`src/fpalu_params.svh`:
```
// Width and latency macros of the FPALU, included by the package and the testbench
`ifndef FPALU_PARAMS_SVH
`define FPALU_PARAMS_SVH

// Wide format, value = man * 2^(exp - 53)
`define FPALU_EXP_W 6
`define FPALU_MAN_W 22

// Path result before normalization, one carry bit above the mantissa
`define FPALU_SUM_W 23

// Half format inputs of the multiplier
`define FPALU_H_EXP_W 5
`define FPALU_H_FRAC_W 10

// Leading-zero count, covers 0..23
`define FPALU_LZ_W 5

// Input to output, in clock cycles
// Two cycles in either path, two in the normalizer
`define FPALU_LAT 4

`endif

```
`src/fpalu_pkg.sv`:
```
// Vector types shared by the FPALU datapath, imported by each RTL module that needs them
`default_nettype none

`include "fpalu_params.svh"

package fpalu_pkg;

	// Wide exponent, also the reference exponent of a path result
	typedef logic [`FPALU_EXP_W-1:0] exp_t;

	// Wide mantissa, right aligned
	typedef logic [`FPALU_MAN_W-1:0] man_t;

	// Unnormalized magnitude
	// Carry of the wide add lands in the top bit
	typedef logic [`FPALU_SUM_W-1:0] sum_t;

	// Half significand with the hidden bit
	typedef logic [`FPALU_H_FRAC_W:0] hsig_t;

	// Leading-zero count of a sum_t
	typedef logic [`FPALU_LZ_W-1:0] lz_t;

endpackage

`default_nettype wire

```
`src/fpalu_add_path.sv`:
```
// Wide add path of the FPALU, aligns and adds or subtracts two operands in two stages
`timescale 1ns/1ps
`default_nettype none

`include "fpalu_params.svh"

module fpalu_add_path import fpalu_pkg::*; (
	input  logic clk,
	input  logic rst,
	input  logic in_valid,
	input  logic op_mul,        // Add path only takes op_mul == 0
	input  logic a_sgn,
	input  exp_t a_exp,
	input  man_t a_man,
	input  logic b_sgn,
	input  exp_t b_exp,
	input  man_t b_man,
	output logic add_valid,
	output logic add_sgn,
	output exp_t add_exp,       // Base exponent, reference for the normalizer
	output sum_t add_sum        // Magnitude, 23 bits
);

	// Exponent compare by borrow
	logic [`FPALU_EXP_W:0] exp_diff;
	logic                  a_lt_b;      // b is the base
	exp_t                  shamt;       // |ea - eb|
	logic                  shift_far;   // Whole mantissa shifted out
	man_t                  swap_lo;     // Smaller-exponent mantissa
	man_t                  aligned;
	logic                  a_zero;
	logic                  b_zero;

	// Stage 1 inputs
	man_t base_man;
	man_t aln_man;
	exp_t base_exp;
	logic base_sgn;
	logic oth_sgn;
	logic eff_sub;

	assign exp_diff  = {1'b0, a_exp} - {1'b0, b_exp};
	assign a_lt_b    = exp_diff[`FPALU_EXP_W];                       // Borrow out
	assign shamt     = a_lt_b ? (b_exp - a_exp) : exp_diff[`FPALU_EXP_W-1:0];
	assign shift_far = (shamt >= exp_t'(`FPALU_MAN_W));
	assign swap_lo   = a_lt_b ? a_man : b_man;
	assign aligned   = shift_far ? '0 : (swap_lo >> shamt);          // Truncating shift
	assign a_zero    = (a_man == '0);
	assign b_zero    = (b_man == '0);

	always_comb begin
		oth_sgn = a_lt_b ? a_sgn : b_sgn;
		if (a_zero) begin
			// b passes through untouched, exponent included
			base_man = b_man;
			base_exp = b_exp;
			base_sgn = b_sgn;
			aln_man  = '0;
			eff_sub  = 1'b0;
		end else if (b_zero) begin
			base_man = a_man;
			base_exp = a_exp;
			base_sgn = a_sgn;
			aln_man  = '0;
			eff_sub  = 1'b0;
		end else begin
			base_man = a_lt_b ? b_man : a_man;   // Ties keep a as base
			base_exp = a_lt_b ? b_exp : a_exp;
			base_sgn = a_lt_b ? b_sgn : a_sgn;
			aln_man  = aligned;
			eff_sub  = a_sgn ^ b_sgn;            // Signs differ, subtract
		end
	end

	// Stage 1 registers
	logic s1_valid;
	man_t s1_base_man;
	man_t s1_aln_man;
	exp_t s1_base_exp;
	logic s1_base_sgn;
	logic s1_oth_sgn;
	logic s1_sub;

	always_ff @(posedge clk) begin
		if (rst)
			s1_valid <= 1'b0;
		else
			s1_valid <= in_valid & ~op_mul;
	end

	always_ff @(posedge clk) begin
		if (in_valid && !op_mul) begin // Hold on multiplies
			s1_base_man <= base_man;
			s1_aln_man  <= aln_man;
			s1_base_exp <= base_exp;
			s1_base_sgn <= base_sgn;
			s1_oth_sgn  <= oth_sgn;
			s1_sub      <= eff_sub;
		end
	end

	// Magnitude add or subtract
	sum_t mag_add;
	sum_t mag_sub;
	logic sub_neg;

	assign mag_add = {1'b0, s1_base_man} + {1'b0, s1_aln_man};
	assign mag_sub = {1'b0, s1_base_man} - {1'b0, s1_aln_man};
	assign sub_neg = mag_sub[`FPALU_SUM_W-1];   // Aligned operand was larger

	always_ff @(posedge clk) begin
		if (rst)
			add_valid <= 1'b0;
		else
			add_valid <= s1_valid;
	end

	always_ff @(posedge clk) begin
		if (s1_valid) begin
			add_exp <= s1_base_exp;
			if (!s1_sub) begin
				add_sum <= mag_add;
				add_sgn <= s1_base_sgn;
			end else if (sub_neg) begin
				add_sum <= -mag_sub;            // Two's complement back to magnitude
				add_sgn <= s1_oth_sgn;
			end else begin
				add_sum <= mag_sub;
				add_sgn <= s1_base_sgn;
			end
		end
	end

endmodule

`default_nettype wire

```
`src/fpalu_booth_mul.sv`:
```
// Half multiply path of the FPALU, radix-4 Booth product of two half significands in two stages
`timescale 1ns/1ps
`default_nettype none

`include "fpalu_params.svh"

module fpalu_booth_mul import fpalu_pkg::*; (
	input  logic clk,
	input  logic rst,
	input  logic in_valid,
	input  logic op_mul,        // Multiply path only takes op_mul == 1
	input  logic a_sgn,
	input  exp_t a_exp,         // Low 5 bits used
	input  man_t a_man,         // Low 10 bits used
	input  logic b_sgn,
	input  exp_t b_exp,
	input  man_t b_man,
	output logic mul_valid,
	output logic mul_sgn,
	output exp_t mul_exp,       // ea + eb + 3
	output sum_t mul_sum        // Product P, top bit always 0
);

	localparam int PP_W   = `FPALU_H_FRAC_W + 2;  // Holds 2 * significand
	localparam int N_PP   = 6;                     // 11-bit multiplier, padded
	localparam int MULT_W = 2 * N_PP + 1;

	typedef logic [`FPALU_H_EXP_W-1:0] hexp_t;

	hexp_t ea_raw;
	hexp_t eb_raw;
	hexp_t ea_eff;
	hexp_t eb_eff;
	hsig_t sig_a;
	hsig_t sig_b;

	assign ea_raw = a_exp[`FPALU_H_EXP_W-1:0];
	assign eb_raw = b_exp[`FPALU_H_EXP_W-1:0];

	// Subnormal, no hidden bit and exponent counts as 1
	assign sig_a  = {(ea_raw != '0), a_man[`FPALU_H_FRAC_W-1:0]};
	assign sig_b  = {(eb_raw != '0), b_man[`FPALU_H_FRAC_W-1:0]};
	assign ea_eff = (ea_raw == '0) ? hexp_t'(1) : ea_raw;
	assign eb_eff = (eb_raw == '0) ? hexp_t'(1) : eb_raw;

	// Multiplier with a zero below and a zero on top, top digit never negative
	logic [MULT_W-1:0] mult;
	logic [PP_W-1:0]   pp [N_PP];
	logic [N_PP-1:0]   pp_neg;

	assign mult = {1'b0, sig_b, 1'b0};

	always_comb begin
		logic [2:0]      grp;
		logic [PP_W-1:0] mag;
		for (int i = 0; i < N_PP; i++) begin
			grp = mult[2*i +: 3];
			case (grp)
				3'b001, 3'b010, 3'b101, 3'b110: mag = {1'b0, sig_a};  // +-A
				3'b011, 3'b100:                 mag = {sig_a, 1'b0};  // +-2A
				default:                        mag = '0;             // 000, 111
			endcase
			pp_neg[i] = grp[2] & ~(grp[1] & grp[0]); // 111 is +0
			pp[i]     = pp_neg[i] ? ~mag : mag;      // One's complement, +1 added later
		end
	end

	// Stage 1 registers
	logic            s1_valid;
	logic [PP_W-1:0] s1_pp [N_PP];
	logic [N_PP-1:0] s1_neg;
	hexp_t           s1_ea;
	hexp_t           s1_eb;
	logic            s1_sgn;

	always_ff @(posedge clk) begin
		if (rst)
			s1_valid <= 1'b0;
		else
			s1_valid <= in_valid & op_mul;
	end

	always_ff @(posedge clk) begin
		if (in_valid && op_mul) begin  // Hold on adds
			s1_pp  <= pp;
			s1_neg <= pp_neg;
			s1_ea  <= ea_eff;
			s1_eb  <= eb_eff;
			s1_sgn <= a_sgn ^ b_sgn;
		end
	end

	// Sign extend a partial product, weight it, add its correction bit
	function automatic man_t place_pp(input logic [PP_W-1:0] p, input logic neg,
			input int sh);
		man_t ext;
		ext = {{(`FPALU_MAN_W - PP_W){neg}}, p};
		return (ext << sh) + (man_t'(neg) << sh);
	endfunction

	// Sums wrap modulo 2^22, exact since the product fits
	man_t grp_lo;
	man_t grp_hi;
	man_t prod;

	assign grp_lo = place_pp(s1_pp[0], s1_neg[0], 0)
		+ place_pp(s1_pp[1], s1_neg[1], 2)
		+ place_pp(s1_pp[2], s1_neg[2], 4);
	assign grp_hi = place_pp(s1_pp[3], s1_neg[3], 6)
		+ place_pp(s1_pp[4], s1_neg[4], 8)
		+ place_pp(s1_pp[5], s1_neg[5], 10);
	assign prod   = grp_lo + grp_hi; // Final add

	always_ff @(posedge clk) begin
		if (rst)
			mul_valid <= 1'b0;
		else
			mul_valid <= s1_valid;
	end

	always_ff @(posedge clk) begin
		if (s1_valid) begin
			mul_sum <= {1'b0, prod};
			mul_exp <= {1'b0, s1_ea} + {1'b0, s1_eb} + exp_t'(3); // Rebias to wide
			mul_sgn <= s1_sgn;
		end
	end

endmodule

`default_nettype wire

```
`src/fpalu_normalize.sv`:
```
// Shared FPALU normalizer, picks the valid path result and left-justifies it in two stages
`timescale 1ns/1ps
`default_nettype none

`include "fpalu_params.svh"

module fpalu_normalize import fpalu_pkg::*; (
	input  logic clk,
	input  logic rst,
	input  logic add_valid,
	input  logic add_sgn,
	input  exp_t add_exp,
	input  sum_t add_sum,
	input  logic mul_valid,
	input  logic mul_sgn,
	input  exp_t mul_exp,
	input  sum_t mul_sum,
	output logic out_valid,
	output logic y_sgn,
	output exp_t y_exp,
	output man_t y_man        // Top bit set unless the result is zero
);

	// Priority encoder from the MSB, 23 for an all-zero input
	function automatic lz_t count_lz(input sum_t v);
		lz_t  n;
		logic hit;
		n   = '0;
		hit = 1'b0;
		for (int i = `FPALU_SUM_W - 1; i >= 0; i--) begin
			if (!hit) begin
				if (v[i])
					hit = 1'b1;
				else
					n = n + lz_t'(1);
			end
		end
		return n;
	endfunction

	// Path select, the two valids never overlap
	logic sel_valid;
	logic sel_sgn;
	exp_t sel_exp;
	sum_t sel_sum;

	assign sel_valid = add_valid | mul_valid;
	assign sel_sgn   = add_valid ? add_sgn : mul_sgn;
	assign sel_exp   = add_valid ? add_exp : mul_exp;
	assign sel_sum   = add_valid ? add_sum : mul_sum;

	// Stage 3 registers
	logic s3_valid;
	logic s3_sgn;
	exp_t s3_exp;
	sum_t s3_sum;
	lz_t  s3_lz;
	logic s3_zero;

	always_ff @(posedge clk) begin
		if (rst)
			s3_valid <= 1'b0;
		else
			s3_valid <= sel_valid;
	end

	always_ff @(posedge clk) begin
		if (sel_valid) begin
			s3_sgn  <= sel_sgn;
			s3_exp  <= sel_exp;
			s3_sum  <= sel_sum;
			s3_lz   <= count_lz(sel_sum);
			s3_zero <= (sel_sum == '0);
		end
	end

	// Left shift, keep the top 22 bits
	sum_t shifted;

	assign shifted = s3_sum << s3_lz;

	always_ff @(posedge clk) begin
		if (rst)
			out_valid <= 1'b0;
		else
			out_valid <= s3_valid;
	end

	always_ff @(posedge clk) begin
		if (s3_valid) begin
			if (s3_zero) begin
				// Canonical zero
				y_sgn <= 1'b0;
				y_exp <= '0;
				y_man <= '0;
			end else begin
				y_sgn <= s3_sgn;
				y_exp <= s3_exp + exp_t'(1) - {1'b0, s3_lz}; // Drop of the LSB adds one
				y_man <= shifted[`FPALU_SUM_W-1:1];
			end
		end
	end

endmodule

`default_nettype wire

```
`src/fpalu_top.sv`:
```
// FPALU top level, wide add and half multiply paths feeding one normalizer, latency 4
`timescale 1ns/1ps
`default_nettype none

module fpalu_top import fpalu_pkg::*; (
	input  logic clk,
	input  logic rst,
	input  logic in_valid,
	input  logic op_mul,        // 1 multiply, 0 add
	input  logic a_sgn,
	input  exp_t a_exp,
	input  man_t a_man,
	input  logic b_sgn,
	input  exp_t b_exp,
	input  man_t b_man,
	output logic out_valid,
	output logic y_sgn,
	output exp_t y_exp,
	output man_t y_man
);

	// Add path to normalizer
	logic add_valid;
	logic add_sgn;
	exp_t add_exp;
	sum_t add_sum;

	// Multiply path to normalizer
	logic mul_valid;
	logic mul_sgn;
	exp_t mul_exp;
	sum_t mul_sum;

	fpalu_add_path u_add (
		.clk       (clk),
		.rst       (rst),
		.in_valid  (in_valid),
		.op_mul    (op_mul),
		.a_sgn     (a_sgn),
		.a_exp     (a_exp),
		.a_man     (a_man),
		.b_sgn     (b_sgn),
		.b_exp     (b_exp),
		.b_man     (b_man),
		.add_valid (add_valid),
		.add_sgn   (add_sgn),
		.add_exp   (add_exp),
		.add_sum   (add_sum)
	);

	fpalu_booth_mul u_mul (
		.clk       (clk),
		.rst       (rst),
		.in_valid  (in_valid),
		.op_mul    (op_mul),
		.a_sgn     (a_sgn),
		.a_exp     (a_exp),
		.a_man     (a_man),
		.b_sgn     (b_sgn),
		.b_exp     (b_exp),
		.b_man     (b_man),
		.mul_valid (mul_valid),
		.mul_sgn   (mul_sgn),
		.mul_exp   (mul_exp),
		.mul_sum   (mul_sum)
	);

	fpalu_normalize u_norm (
		.clk       (clk),
		.rst       (rst),
		.add_valid (add_valid),
		.add_sgn   (add_sgn),
		.add_exp   (add_exp),
		.add_sum   (add_sum),
		.mul_valid (mul_valid),
		.mul_sgn   (mul_sgn),
		.mul_exp   (mul_exp),
		.mul_sum   (mul_sum),
		.out_valid (out_valid),
		.y_sgn     (y_sgn),
		.y_exp     (y_exp),
		.y_man     (y_man)
	);

endmodule

`default_nettype wire

```
`config.mk`:
```
export PLATFORM = sky130hd
export DESIGN_NAME = fpalu_top
export DESIGN_NICKNAME = d
export VERILOG_FILES = /design/src/fpalu_pkg.sv /design/src/fpalu_add_path.sv /design/src/fpalu_booth_mul.sv /design/src/fpalu_normalize.sv /design/src/fpalu_top.sv
export VERILOG_INCLUDE_DIRS = /design/src
export SDC_FILE = /design/constraint.sdc
export NUM_CORES = 1
export LEC_CHECK = 0
export CAP_MARGIN = 15
export CORE_ASPECT_RATIO = 0.9
export CORE_UTILIZATION = 40
export CTS_CLUSTER_SIZE = 8
export DETAILED_ROUTE_END_ITERATION = 16
export DONT_BUFFER_PORTS = 1
export PLACE_DENSITY_LB_ADDON = 0.05
export RECOVER_POWER = 100
export SKIP_LAST_GASP = 1
export SYNTH_ARGS = -nofsm -noshare
export SYNTH_HDL_FRONTEND = slang
export SYNTH_SLANG_ARGS = --single-unit
```
`constraint.sdc`:
```
create_clock -name clk -period 9.33 [get_ports clk]
set_clock_uncertainty 0.1 [all_clocks]
set_input_delay 0.933 -clock clk [delete_from_list [all_inputs] [get_ports clk]]
set_output_delay 0.933 -clock clk [all_outputs]
set_load 0.02 [all_outputs]
```
==> results of run 1 <==
## sequential cells by signal (all words and copies together), names as in the netlist, 5 cells and up
register	cells
u_mul.s1_neg	5
u_norm.y_man	22
u_add.add_exp	6
u_mul.s1_ea	5
u_norm.s3_sum	23
u_norm.s3_exp	6
u_mul.s1_eb	5
u_mul.s1_pp	72
u_mul.mul_exp	6
u_add.add_sum	23
u_norm.s3_lz	5
u_add.s1_base_man	22
u_add.s1_aln_man	22
u_mul.mul_sum	22
u_add.s1_base_exp	6
u_norm.y_exp	6
## kinds of logic after synthesis
kind of cell,count (synthesis),share of synthesized area
AND/OR/NAND/NOR,614,0.139
buffers and inverters,307,0.0529
AO/OA/AOI/OAI,486,0.140
multiplexers,170,0.0852
flip-flops,271,0.366
adder cells (fa/ha/maj),201,0.135
XOR/XNOR,186,0.0811
## timing repair
action / CTS / global route
buffers inserted: 1 / 7
gates resized for setup: 5 / 20
pin swaps: 3 / 15
hold endpoints to repair: 0 / 0
setup endpoints to repair: 1 / 1
## area by class of cell
type / instances / area, um^2 / share of cell area
well taps: 705 / 882 / 0.0369
flip-flops and latches: 271 / 8080 / 0.338
multi-input cells: 1657 / 12900 / 0.540
inverters: 188 / 706 / 0.0295
repair buffers: 33 / 225 / 0.00941
clock inverters: 5 / 36.3 / 0.00152
clock buffers: 54 / 1070 / 0.0449
## worst max-delay path, delay by kind of cell (launching register included)
| kind | cells | cell delay [ns] |
|---|---|---|
| compound gates | 17 | 2.59 |
| xor+xnor | 1 | 0.24 |
| fa+ha+maj | 10 | 2.73 |
| buf+inv | 1 | 0.06 |
| flops | 1 | 0.43 |
| mux | 5 | 1.25 |
| simple gates | 12 | 1.23 |
## metrics by stage
step | hold slack (ns) | setup slack [ns] | instance area (um^2) | util
after floorplan | 0.300 | 0.337 | 22100 | -
after global placement | 0.310 | 0.113 | 22700 | 0.417
after detailed placement | 0.313 | -0.0966 | 22700 | 0.417
after CTS | 0.325 | 0.0176 | 23800 | 0.438
after global routing | 0.334 | -0.0525 | 23900 | 0.440
final | 0.325 | 0.410 | 23900 | 0.440
## cell usage in the layout (no fill, tap or decap), types with 13 or more instances in the layout
master	count
nand2_1	157
nand4_1	13
clkbuf_1	22
buf_4	22
mux2_2	34
xnor2_1	97
o21a_1	14
nor4_1	18
a211oi_1	34
o211ai_1	13
a21oi_1	141
nand3_1	52
mux2i_1	106
mux2_1	17
a21o_1	21
a22oi_1	41
nor2b_1	27
ha_1	130
a31oi_1	15
clkbuf_16	41
nor3_1	31
o21bai_1	18
and3_1	23
fa_1	62
nand2b_1	22
o21ai_0	103
edfxtp_1	265
and2_1	24
nor2_1	159
xor2_1	75
inv_1	187
or3_1	13
## final timing paths
kind	start	endpoint	slack, ns	depth (start not counted)
hold / removal	u_add.s1_base_exp[3]	u_add.add_exp[3]	0.32	0
hold reg to reg	u_add.s1_base_exp[3]	u_add.add_exp[3]	0.32	0
setup reg to reg	u_add.add_sum[20]	u_norm.s3_lz[4]	0.41	46
setup / recovery	u_add.add_sum[20]	u_norm.s3_lz[4]	0.41	46
## power breakdown
part	leakage [uW]	internal, uW	switching (uW)
clock network	0.000532	794	532
registers	0.00249	1560	77.5
logic	0.00637	1040	1370
## layer usage
| layer | track usage | vias up | part of all wire |
|---|---|---|---|
| met5 | 0 | - | 0.00021 |
| met4 | 0.0723 | 2 | 0.028 |
| met3 | 0.0393 | 91 | 0.061 |
| met2 | 0.341 | 436 | 0.44 |
| met1 | 0.313 | 7851 | 0.47 |
| li1 | - | 7890 | - |
==> flow_summary_export.csv, run 1 <==
group,metric,value,unit
clock_tree,cts.reportedPaths.clkPinSlew,0.06,ns
setup_path,cp_max_fo,4,
placement,dpl.hpwl,47.1,mm
synthesis,synth_top_cell_area_share,0.361,
synthesis,cell_taking_the_most_area_after_synthesis,"edfxtp_1",
timing,timing.max_slew.rel_slack,-1.93,
pwr,power,5370,uW
setup_path,path_class,"reg2reg",
synthesis,synth.distinct_cells,96,
routing,ant_nets,0,
setup_path,max_stage_delay,0.43,ns
synthesis,synth_flop_cell,"edfxtp_1",
clock_tree,numClockSinks,271,
setup_path,required,9.51,ns
pwr,worst_ir_drop_vdd,0.111,mV
timing,final-setup-viol-count,0,
synthesis,post_synthesis_instance_total,2235,
synthesis,synth_common_cells,"265 x edfxtp_1, 187 x inv_1, 161 x nor2_1",
clock_tree,cts_tree,"yes",
timing,tns,0,ns
placement,replace_congestion,0.900,
global_routing,antenna_violations_before_repair,6,
run,cap_violations,8,
floorplanning,placeableCoreArea,0.0544,mm^2
routing,drc,0,
setup_path,startpoint_type,"flop",
synthesis,synth_top_cells_by_area,"edfxtp_1 36%, ha_1 7.6%, fa_1 5.6%",
synthesis,synth.cell_area,0.0221,mm^2
synthesis,postSynth.asyncResetShare,0,
clock_tree,clockRootBuffer,"clkbuf_16",
synthesis,count_of_yosys_warnings_during_synthesis,0,
global_routing,global_route_wire_length_before_repair,94.8,mm
status,violations,"max-capacitance violations, max-slew violations",
synthesis,syn_avg_cell_area,9.87,um^2
timing,worst_slew_pin_slew,4.39,ns
global_routing,grt.overflow.total,0,
routing,postRouteWirelength,61.9,mm
cells_and_area,final_nets,2450,
cells_and_area,finalNonFillerCells,2913,
cells_and_area,fillerInstances,5209,
cells_and_area,final_layout_size_suffix_gt1_frac,0.0770,
clock_tree,worstSkewPairLatency,0.55,ns
worst_hold_path,type_of_the_most_critical_hold_path,"reg2reg",
placement,numPlacedInstances,2844,
setup_path,crit_slowest_cell,"edfxtp_1",
pwr,lkg_pwr,0.00939,uW
synthesis,synth_nets,2493,
setup_path,cp.arrival,9.10,ns
routing,route.detailed.vias_per_inst,5.59,
cells_and_area,antenna-diode-count,0,
floorplanning,design.die.area,0.0561,mm^2
global_routing,grt_start_max_net_pins,80,
routing,vias,16300,
clock_tree,clock_tree.htree_level_count,2,
routing,detail_route.wl_per_cell,21.2,um
floorplanning,dieWidth,249,um
timing,hold_viol,0,
cells_and_area,areaGrowthSynthToFinish,8.53,%
clock_tree,cts_hold_buffers,0,
floorplanning,row_count,81,
setup_path,critical_path.endpoint_type,"flop",
floorplanning,dieHeight,225,um
synthesis,synth.ff_latch_count,271,
routing,drt_iter0_drc,1195,
synthesis,post_synth_edffs,265,
synthesis,synth_sequential_area_ratio,0.366,
floorplanning,floorplan.initialDensity,0.405,
clock_tree,numCtsBuffers,41,
pwr,power_per_cell_area,225,mW/mm^2
timing,post-route-min-period,8.92,ns
synthesis,yosys.cell_count.top_type,"edfxtp_1",
placement,portBuffers,0,
routing,drt-pass1-iter-count,5,
global_routing,grt_pass1_vias,16000,
timing,layout_worst_path_cycle_share,0.956,
status,run_status,"finished with violations",
timing,fmax,112,MHz
clock_tree,cts.path.max_buffers,3,
timing,max_transition_viols_final,322,
global_routing,grt_usage,0.221,
floorplanning,ioPinCount,92,
Power figures use the tool's default switching activity.
==> run 2, diff against run 1 <==
- ABC_AREA: unset -> 1
- SYNTH_HIERARCHICAL: unset -> 1
==> flow_summary_export.csv, run 2 <==
group,metric,value,unit
status,run_status,"finished with violations",
status,violations,"max-capacitance violations, max-slew violations",
synthesis,cell_taking_the_most_area_after_synthesis,"edfxtp_1",
clock_tree,cts_setup_buffers,0,
timing,whs,0.346,ns
pwr,power_frac_comb,0.504,
routing,met2_length,28.6,mm
synthesis,postSynth.asyncResetShare,0,
routing,route.detailed.vias_per_inst,5.14,
setup_path,worst_path_most_repeated_cell,"nand2_1",
synthesis,post_synthesis_instance_total,2892,
routing,ant_nets,0,
setup_path,crit_slowest_cell,"o21ai_0",
pwr,switching_power,2670,uW
clock_tree,cts.reportedPaths.clkPinSlew,0.05,ns
pwr,worst_ir_drop_vdd,0.149,mV
placement,numPlacedInstances,3565,
setup_path,required,9.55,ns
synthesis,synth_top_cells_by_area,"edfxtp_1 35%, nand2_1 11%, ha_1 8.4%",
routing,highest-signal-layer,"met4",
synthesis,count_of_yosys_warnings_during_synthesis,6,
synthesis,synth.distinct_cells,66,
cells_and_area,areaGrowthSynthToFinish,7.18,%
routing,postRouteWirelength,66.7,mm
global_routing,grt.overflow.total,0,
routing,met3_length,3.67,mm
timing,post-route-min-period,8.72,ns
synthesis,synth.cell_area,0.0227,mm^2
cells_and_area,top_register,"u_mul/s1_pp",
floorplanning,ioPinCount,92,
pwr,lkg_pwr,0.0113,uW
clock_tree,cts.path.max_buffers,3,
cells_and_area,most-common-layout-cells,"698 x nand2_1, 455 x inv_1, 265 x edfxtp_1",
cells_and_area,final_nets,3113,
setup_path,cp_max_fo,9,
placement,portBuffers,0,
placement,dpl.hpwl,54.0,mm
routing,drc,0,
routing,detail_route.wl_per_cell,18.4,um
cells_and_area,layout.area.seq,0.00808,mm^2
placement,replace_congestion,0.916,
cells_and_area,fillerInstances,5747,
synthesis,synth_nets,3154,
pwr,power_per_cell_area,253,mW/mm^2
synthesis,syn_avg_cell_area,7.84,um^2
routing,vias,18600,
cells_and_area,top_registers,"u_mul/s1_pp x72, u_add/add_sum x23, u_norm/s3_sum x23",
timing,final-setup-viol-count,0,
clock_tree,worstSkewPairLatency,0.58,ns
setup_path,path_class,"reg2reg",
pwr,power.sequential.fraction,0.276,
synthesis,synth.ff_latch_count,271,
global_routing,grt_usage,0.231,
cells_and_area,multi_input_comb_area,0.0122,mm^2
cells_and_area,finalCoreUtilization,0.435,
timing,hold_viol,0,
pwr,clock_power_share,0.220,
setup_path,cp.arrival,8.94,ns
clock_tree,clockRootBuffer,"clkbuf_16",
synthesis,synth_flop_cell,"edfxtp_1",
floorplanning,dieWidth,253,um
routing,drt_iter0_drc,1359,
timing,fmax,115,MHz
clock_tree,clock_tree.htree_level_count,2,
floorplanning,design.die.area,0.0576,mm^2
floorplanning,row_count,82,
routing,drt-pass1-iter-count,5,
clock_tree,numClockSinks,271,
timing,max_transition_viols_final,300,
synthesis,synth_common_cells,"694 x nand2_1, 453 x inv_1, 265 x edfxtp_1",
floorplanning,dieHeight,228,um
cells_and_area,leading_cell_type_in_the_layout_fill_and_taps_excluded,"nand2_1",
clock_tree,numCtsBuffers,40,
pwr,power.switching_fraction,0.433,
setup_path,critical_path.endpoint_type,"flop",
setup_path,max_stage_delay,0.39,ns
cells_and_area,final_layout_size_suffix_gt1_frac,0.0693,
cells_and_area,largest_reg_flops,72,
global_routing,grt_start_max_net_pins,64,
global_routing,global_route_wire_length_before_repair,102,mm
setup_path,startpoint_type,"flop",
synthesis,yosys.cell_count.top_type,"nand2_1",
run,cap_violations,8,
floorplanning,floorplan.initialDensity,0.406,
timing,layout_worst_path_cycle_share,0.935,
global_routing,antenna_violations_before_repair,1,
synthesis,synth_top_cell_area_share,0.351,
pwr,internal-power,3490,uW
setup_path,reg2reg_setup_slack,0.61,ns
synthesis,post_synth_edffs,265,
floorplanning,placeableCoreArea,0.0558,mm^2
timing,worst_slew_pin_slew,3.52,ns
cells_and_area,finalNonFillerCells,3627,
routing,met1_length,32.9,mm
global_routing,grt_pass1_vias,17900,
clock_tree,cts_tree,"yes",
synthesis,synth_sequential_area_ratio,0.356,
worst_hold_path,type_of_the_most_critical_hold_path,"reg2reg",
timing,timing.max_slew.rel_slack,-1.35,
## run 2: cells by family after synthesis
kind of cell | share of synthesized area
mux | 0.00271
compound gates | 0.0988
flops | 0.356
other cells | 0.000165
fa+ha+maj | 0.126
simple gates | 0.265
buf+inv | 0.104
xor+xnor | 0.0468
## run 2: what timing repair did
| item | in CTS | in global routing |
|---|---|---|
| gates resized for setup | 0 | 9 |
| setup endpoints to repair | 0 | 3 |
| hold buffers | 0 | 0 |
## run 2: final timing paths
kind,cells past startpoint,to,startpoint
setup / recovery,56,u_norm/s3_lz[4],u_add/add_valid
hold / removal,0,u_add/add_exp[5],u_add/s1_base_exp[5]
setup reg to reg,56,u_norm/s3_lz[4],u_add/add_valid
hold reg to reg,0,u_add/add_exp[5],u_add/s1_base_exp[5]
## run 2: critical path: cells and delay by family (launching register included)
| family | cells | cell delay, ns |
|---|---|---|
| compound gates | 12 | 1.99 |
| xor+xnor | 1 | 0.15 |
| fa+ha+maj | 11 | 2.94 |
| buf+inv | 7 | 0.47 |
| flops | 1 | 0.37 |
| simple gates | 25 | 2.51 |
## run 2: metal layers
metal  up-vias  track usage
li1       9390            -
met1      8722        0.341
met2       455        0.348
met3        71       0.0381
met4         0       0.0627
met5         -            0
## run 2: area by class of cell
class | count | share of cell area
Clock inverter | 4 | 0.00397
Multi-Input combinational cell | 2034 | 0.502
Timing Repair Buffer | 15 | 0.00294
Antenna cell | 1 | 0.000103
Inverter | 489 | 0.0759
Clock buffer | 57 | 0.0438
Sequential cell | 271 | 0.333
Tap cell | 756 | 0.0389
## run 2: per-stage QoR
stage	total power, uW	cell area (um^2)	TNS, ns	setup slack, ns
2_1_floorplan	3940	22700	0	1.30
3_3_place_gp	4820	23200	0	0.478
3_5_place_dp	4830	23200	0	0.254
4_1_cts	6220	24400	0	0.259
5_1_grt	6650	24300	-0.00957	-0.00957
6_report	6160	24300	0	0.609
## run 2: power groups by stage
stage | Sequential (uW) | Clock [uW] | Combinational, uW
global route | 1710 | 1450 | 3490
finish | 1700 | 1360 | 3100
global placement | 1720 | 0 | 3100
floorplan | 1680 | 0 | 2260
CTS | 1700 | 1400 | 3120
detailed placement | 1720 | 0 | 3110
==> run 3, diff against run 2 <==
- CORE_ASPECT_RATIO: 0.9 -> unset
- CORE_MARGIN: unset -> 2
==> flow_summary_export.csv, run 3 (synthesis results as in run 2) <==
group,metric,value,unit
status,run_status,"finished with violations",
status,violations,"max-capacitance violations, max-slew violations",
global_routing,grt_usage,0.221,
routing,drc,0,
worst_hold_path,hold_path_end,"u_add/add_exp[2]",
cells_and_area,final_layout_size_suffix_gt1_frac,0.0709,
global_routing,global_route_wire_length_before_repair,102,mm
global_routing,grt_start_max_net_pins,89,
setup_path,reg2reg_setup_slack,0.76,ns
cells_and_area,top_register,"u_mul/s1_pp",
timing,grt_setup_unrepaired,"false",
clock_tree,cts.reportedPaths.clkPinSlew,0.05,ns
timing,hold_viol,0,
timing,post-route-min-period,8.57,ns
setup_path,startpoint_type,"flop",
clock_tree,cts_tree,"yes",
clock_tree,numClockSinks,271,
setup_path,max_stage_delay,0.33,ns
timing,final-setup-viol-count,0,
setup_path,rr_endpoint,"u_norm/s3_lz[4]",
worst_hold_path,type_of_the_most_critical_hold_path,"reg2reg",
setup_path,crit_slowest_cell,"dfxtp_2",
clock_tree,clockRootBuffer,"clkbuf_16",
cells_and_area,leading_cell_type_in_the_layout_fill_and_taps_excluded,"nand2_1",
setup_path,critical_path.endpoint_type,"flop",
worst_hold_path,worstHoldStart,"u_add/s1_base_exp[2]",
timing,tns,0,ns
setup_path,worst_path_most_repeated_cell,"nand2_1",
cells_and_area,most-common-layout-cells,"699 x nand2_1, 455 x inv_1, 265 x edfxtp_1",
floorplanning,design.die.area,0.0586,mm^2
routing,postRouteWirelength,65.4,mm
cells_and_area,top_registers,"u_mul/s1_pp x72, u_add/add_sum x23, u_norm/s3_sum x23",
pwr,lkg_pwr,0.0114,uW
routing,detail_route.wl_per_cell,18.0,um
timing,layout_worst_path_cycle_share,0.918,
floorplanning,placeableCoreArea,0.0562,mm^2
routing,drt_iter0_drc,1283,
placement,portBuffers,0,
routing,route.detailed.vias_per_inst,5.11,
floorplanning,dieWidth,242,um
run,cap_violations,6,
setup_path,cp.arrival,8.79,ns
floorplanning,dieHeight,242,um
setup_path,r2r_cells,58,
setup_path,path_class,"reg2reg",
floorplanning,row_count,87,
clock_tree,numCtsBuffers,41,
pwr,worst_ir_drop_vdd,0.170,mV
floorplanning,floorplan.initialDensity,0.403,
timing,timing.max_slew.rel_slack,-2.26,
cells_and_area,final_nets,3118,
timing,fmax,117,MHz
timing,max_transition_viols_final,241,
placement,dpl.hpwl,52.3,mm
setup_path,required,9.55,ns
timing,whs,0.315,ns
cells_and_area,largest_reg_flops,72,
worst_hold_path,worst_hold_path.num_cells,0,
routing,ant_nets,0,
global_routing,grt_pass1_vias,18200,
cells_and_area,areaGrowthSynthToFinish,7.34,%
pwr,power_per_cell_area,253,mW/mm^2
clock_tree,clock_tree.htree_level_count,2,
global_routing,grt.overflow.total,0,
floorplanning,ioPinCount,92,
setup_path,timing.rr.start,"u_add/add_valid",
placement,replace_congestion,0.879,
setup_path,cp_max_fo,11,
global_routing,antenna_violations_before_repair,1,
clock_tree,cts.path.max_buffers,3,
routing,drt-pass1-iter-count,5,
clock_tree,worstSkewPairLatency,0.57,ns
timing,worst_slew_pin_slew,4.88,ns
routing,vias,18600,
## run 3: changes by cell type in the layout (fill, tap and decap cells not counted), sizes merged
cell,delta
buf,+4
inv,-1
clkinv,+5
bufinv,-1
clkbuf,+1
## run 3: layout make-up
| cell class | count | area (um^2) |
|---|---|---|
| flip-flops and latches | 271 | 8080 |
| well taps | 756 | 946 |
| multi-input cells | 2034 | 12200 |
| clock inverters | 7 | 58.8 |
| fillers | 5721 | 31800 |
| clock buffers | 58 | 1110 |
| diodes | 1 | 2.50 |
| inverters | 489 | 1840 |
| repair buffers | 19 | 105 |
## run 3: metal layers
| layer | vias to the layer above | GRT usage | share of wire |
|---|---|---|---|
| met2 | 420 | 0.371 | 0.46 |
| met1 | 8654 | 0.297 | 0.46 |
| met4 | 0 | 0.0605 | 0.026 |
| met5 | - | 0 | 0 |
| li1 | 9400 | - | - |
| met3 | 86 | 0.0339 | 0.047 |
## run 3: worst max-delay path by stage
stage	end	start	depth (start not counted)	slack [ns]
floorplan	u_norm/s3_lz[4]	u_add/add_valid	60	1.30
global route	u_norm/s3_lz[4]	u_add/add_valid	62	0.01
detailed placement	u_norm/s3_lz[4]	u_add/add_valid	59	0.45
CTS	u_norm/s3_lz[4]	u_add/add_valid	59	0.44
global placement	u_norm/s3_lz[4]	u_add/add_valid	59	0.60
finish	u_norm/s3_lz[4]	u_add/add_valid	58	0.76
## run 3: report_power, final
part	internal [uW]	switching, uW
registers	1620	80.1
clock network	821	541
logic	1050	2050
## run 3: through the flow
step / std cells / power (uW) / setup slack, ns / area, um^2 / utilization
after floorplan: 2892 / 3940 / 1.30 / 22700 / -
after global placement: 3567 / 4840 / 0.602 / 23200 / 0.414
after detailed placement: 3567 / 4850 / 0.454 / 23200 / 0.414
after CTS: 3632 / 6250 / 0.440 / 24400 / 0.434
after global routing: 3635 / 6680 / 0.0150 / 24300 / 0.433
final: 3635 / 6160 / 0.763 / 24300 / 0.433
## run 3: critical path, delay by kind of cell, from the launching register on
family | cells | cell delay [ns]
buffers and inverters | 8 | 0.60
DFF | 1 | 0.33
adders and majority gates | 11 | 2.94
and+or+nand+nor | 26 | 2.58
xor gates and xnor gates | 1 | 0.15
AOI/OAI and AO/OA | 12 | 1.64
## run 3: repair_timing
| item | CTS | global route |
|---|---|---|
| setup endpoints to repair | 0 | 3 |
| setup buffers | 0 | 2 |
| gates resized for setup | 0 | 10 |
| hold buffers | 0 | 0 |
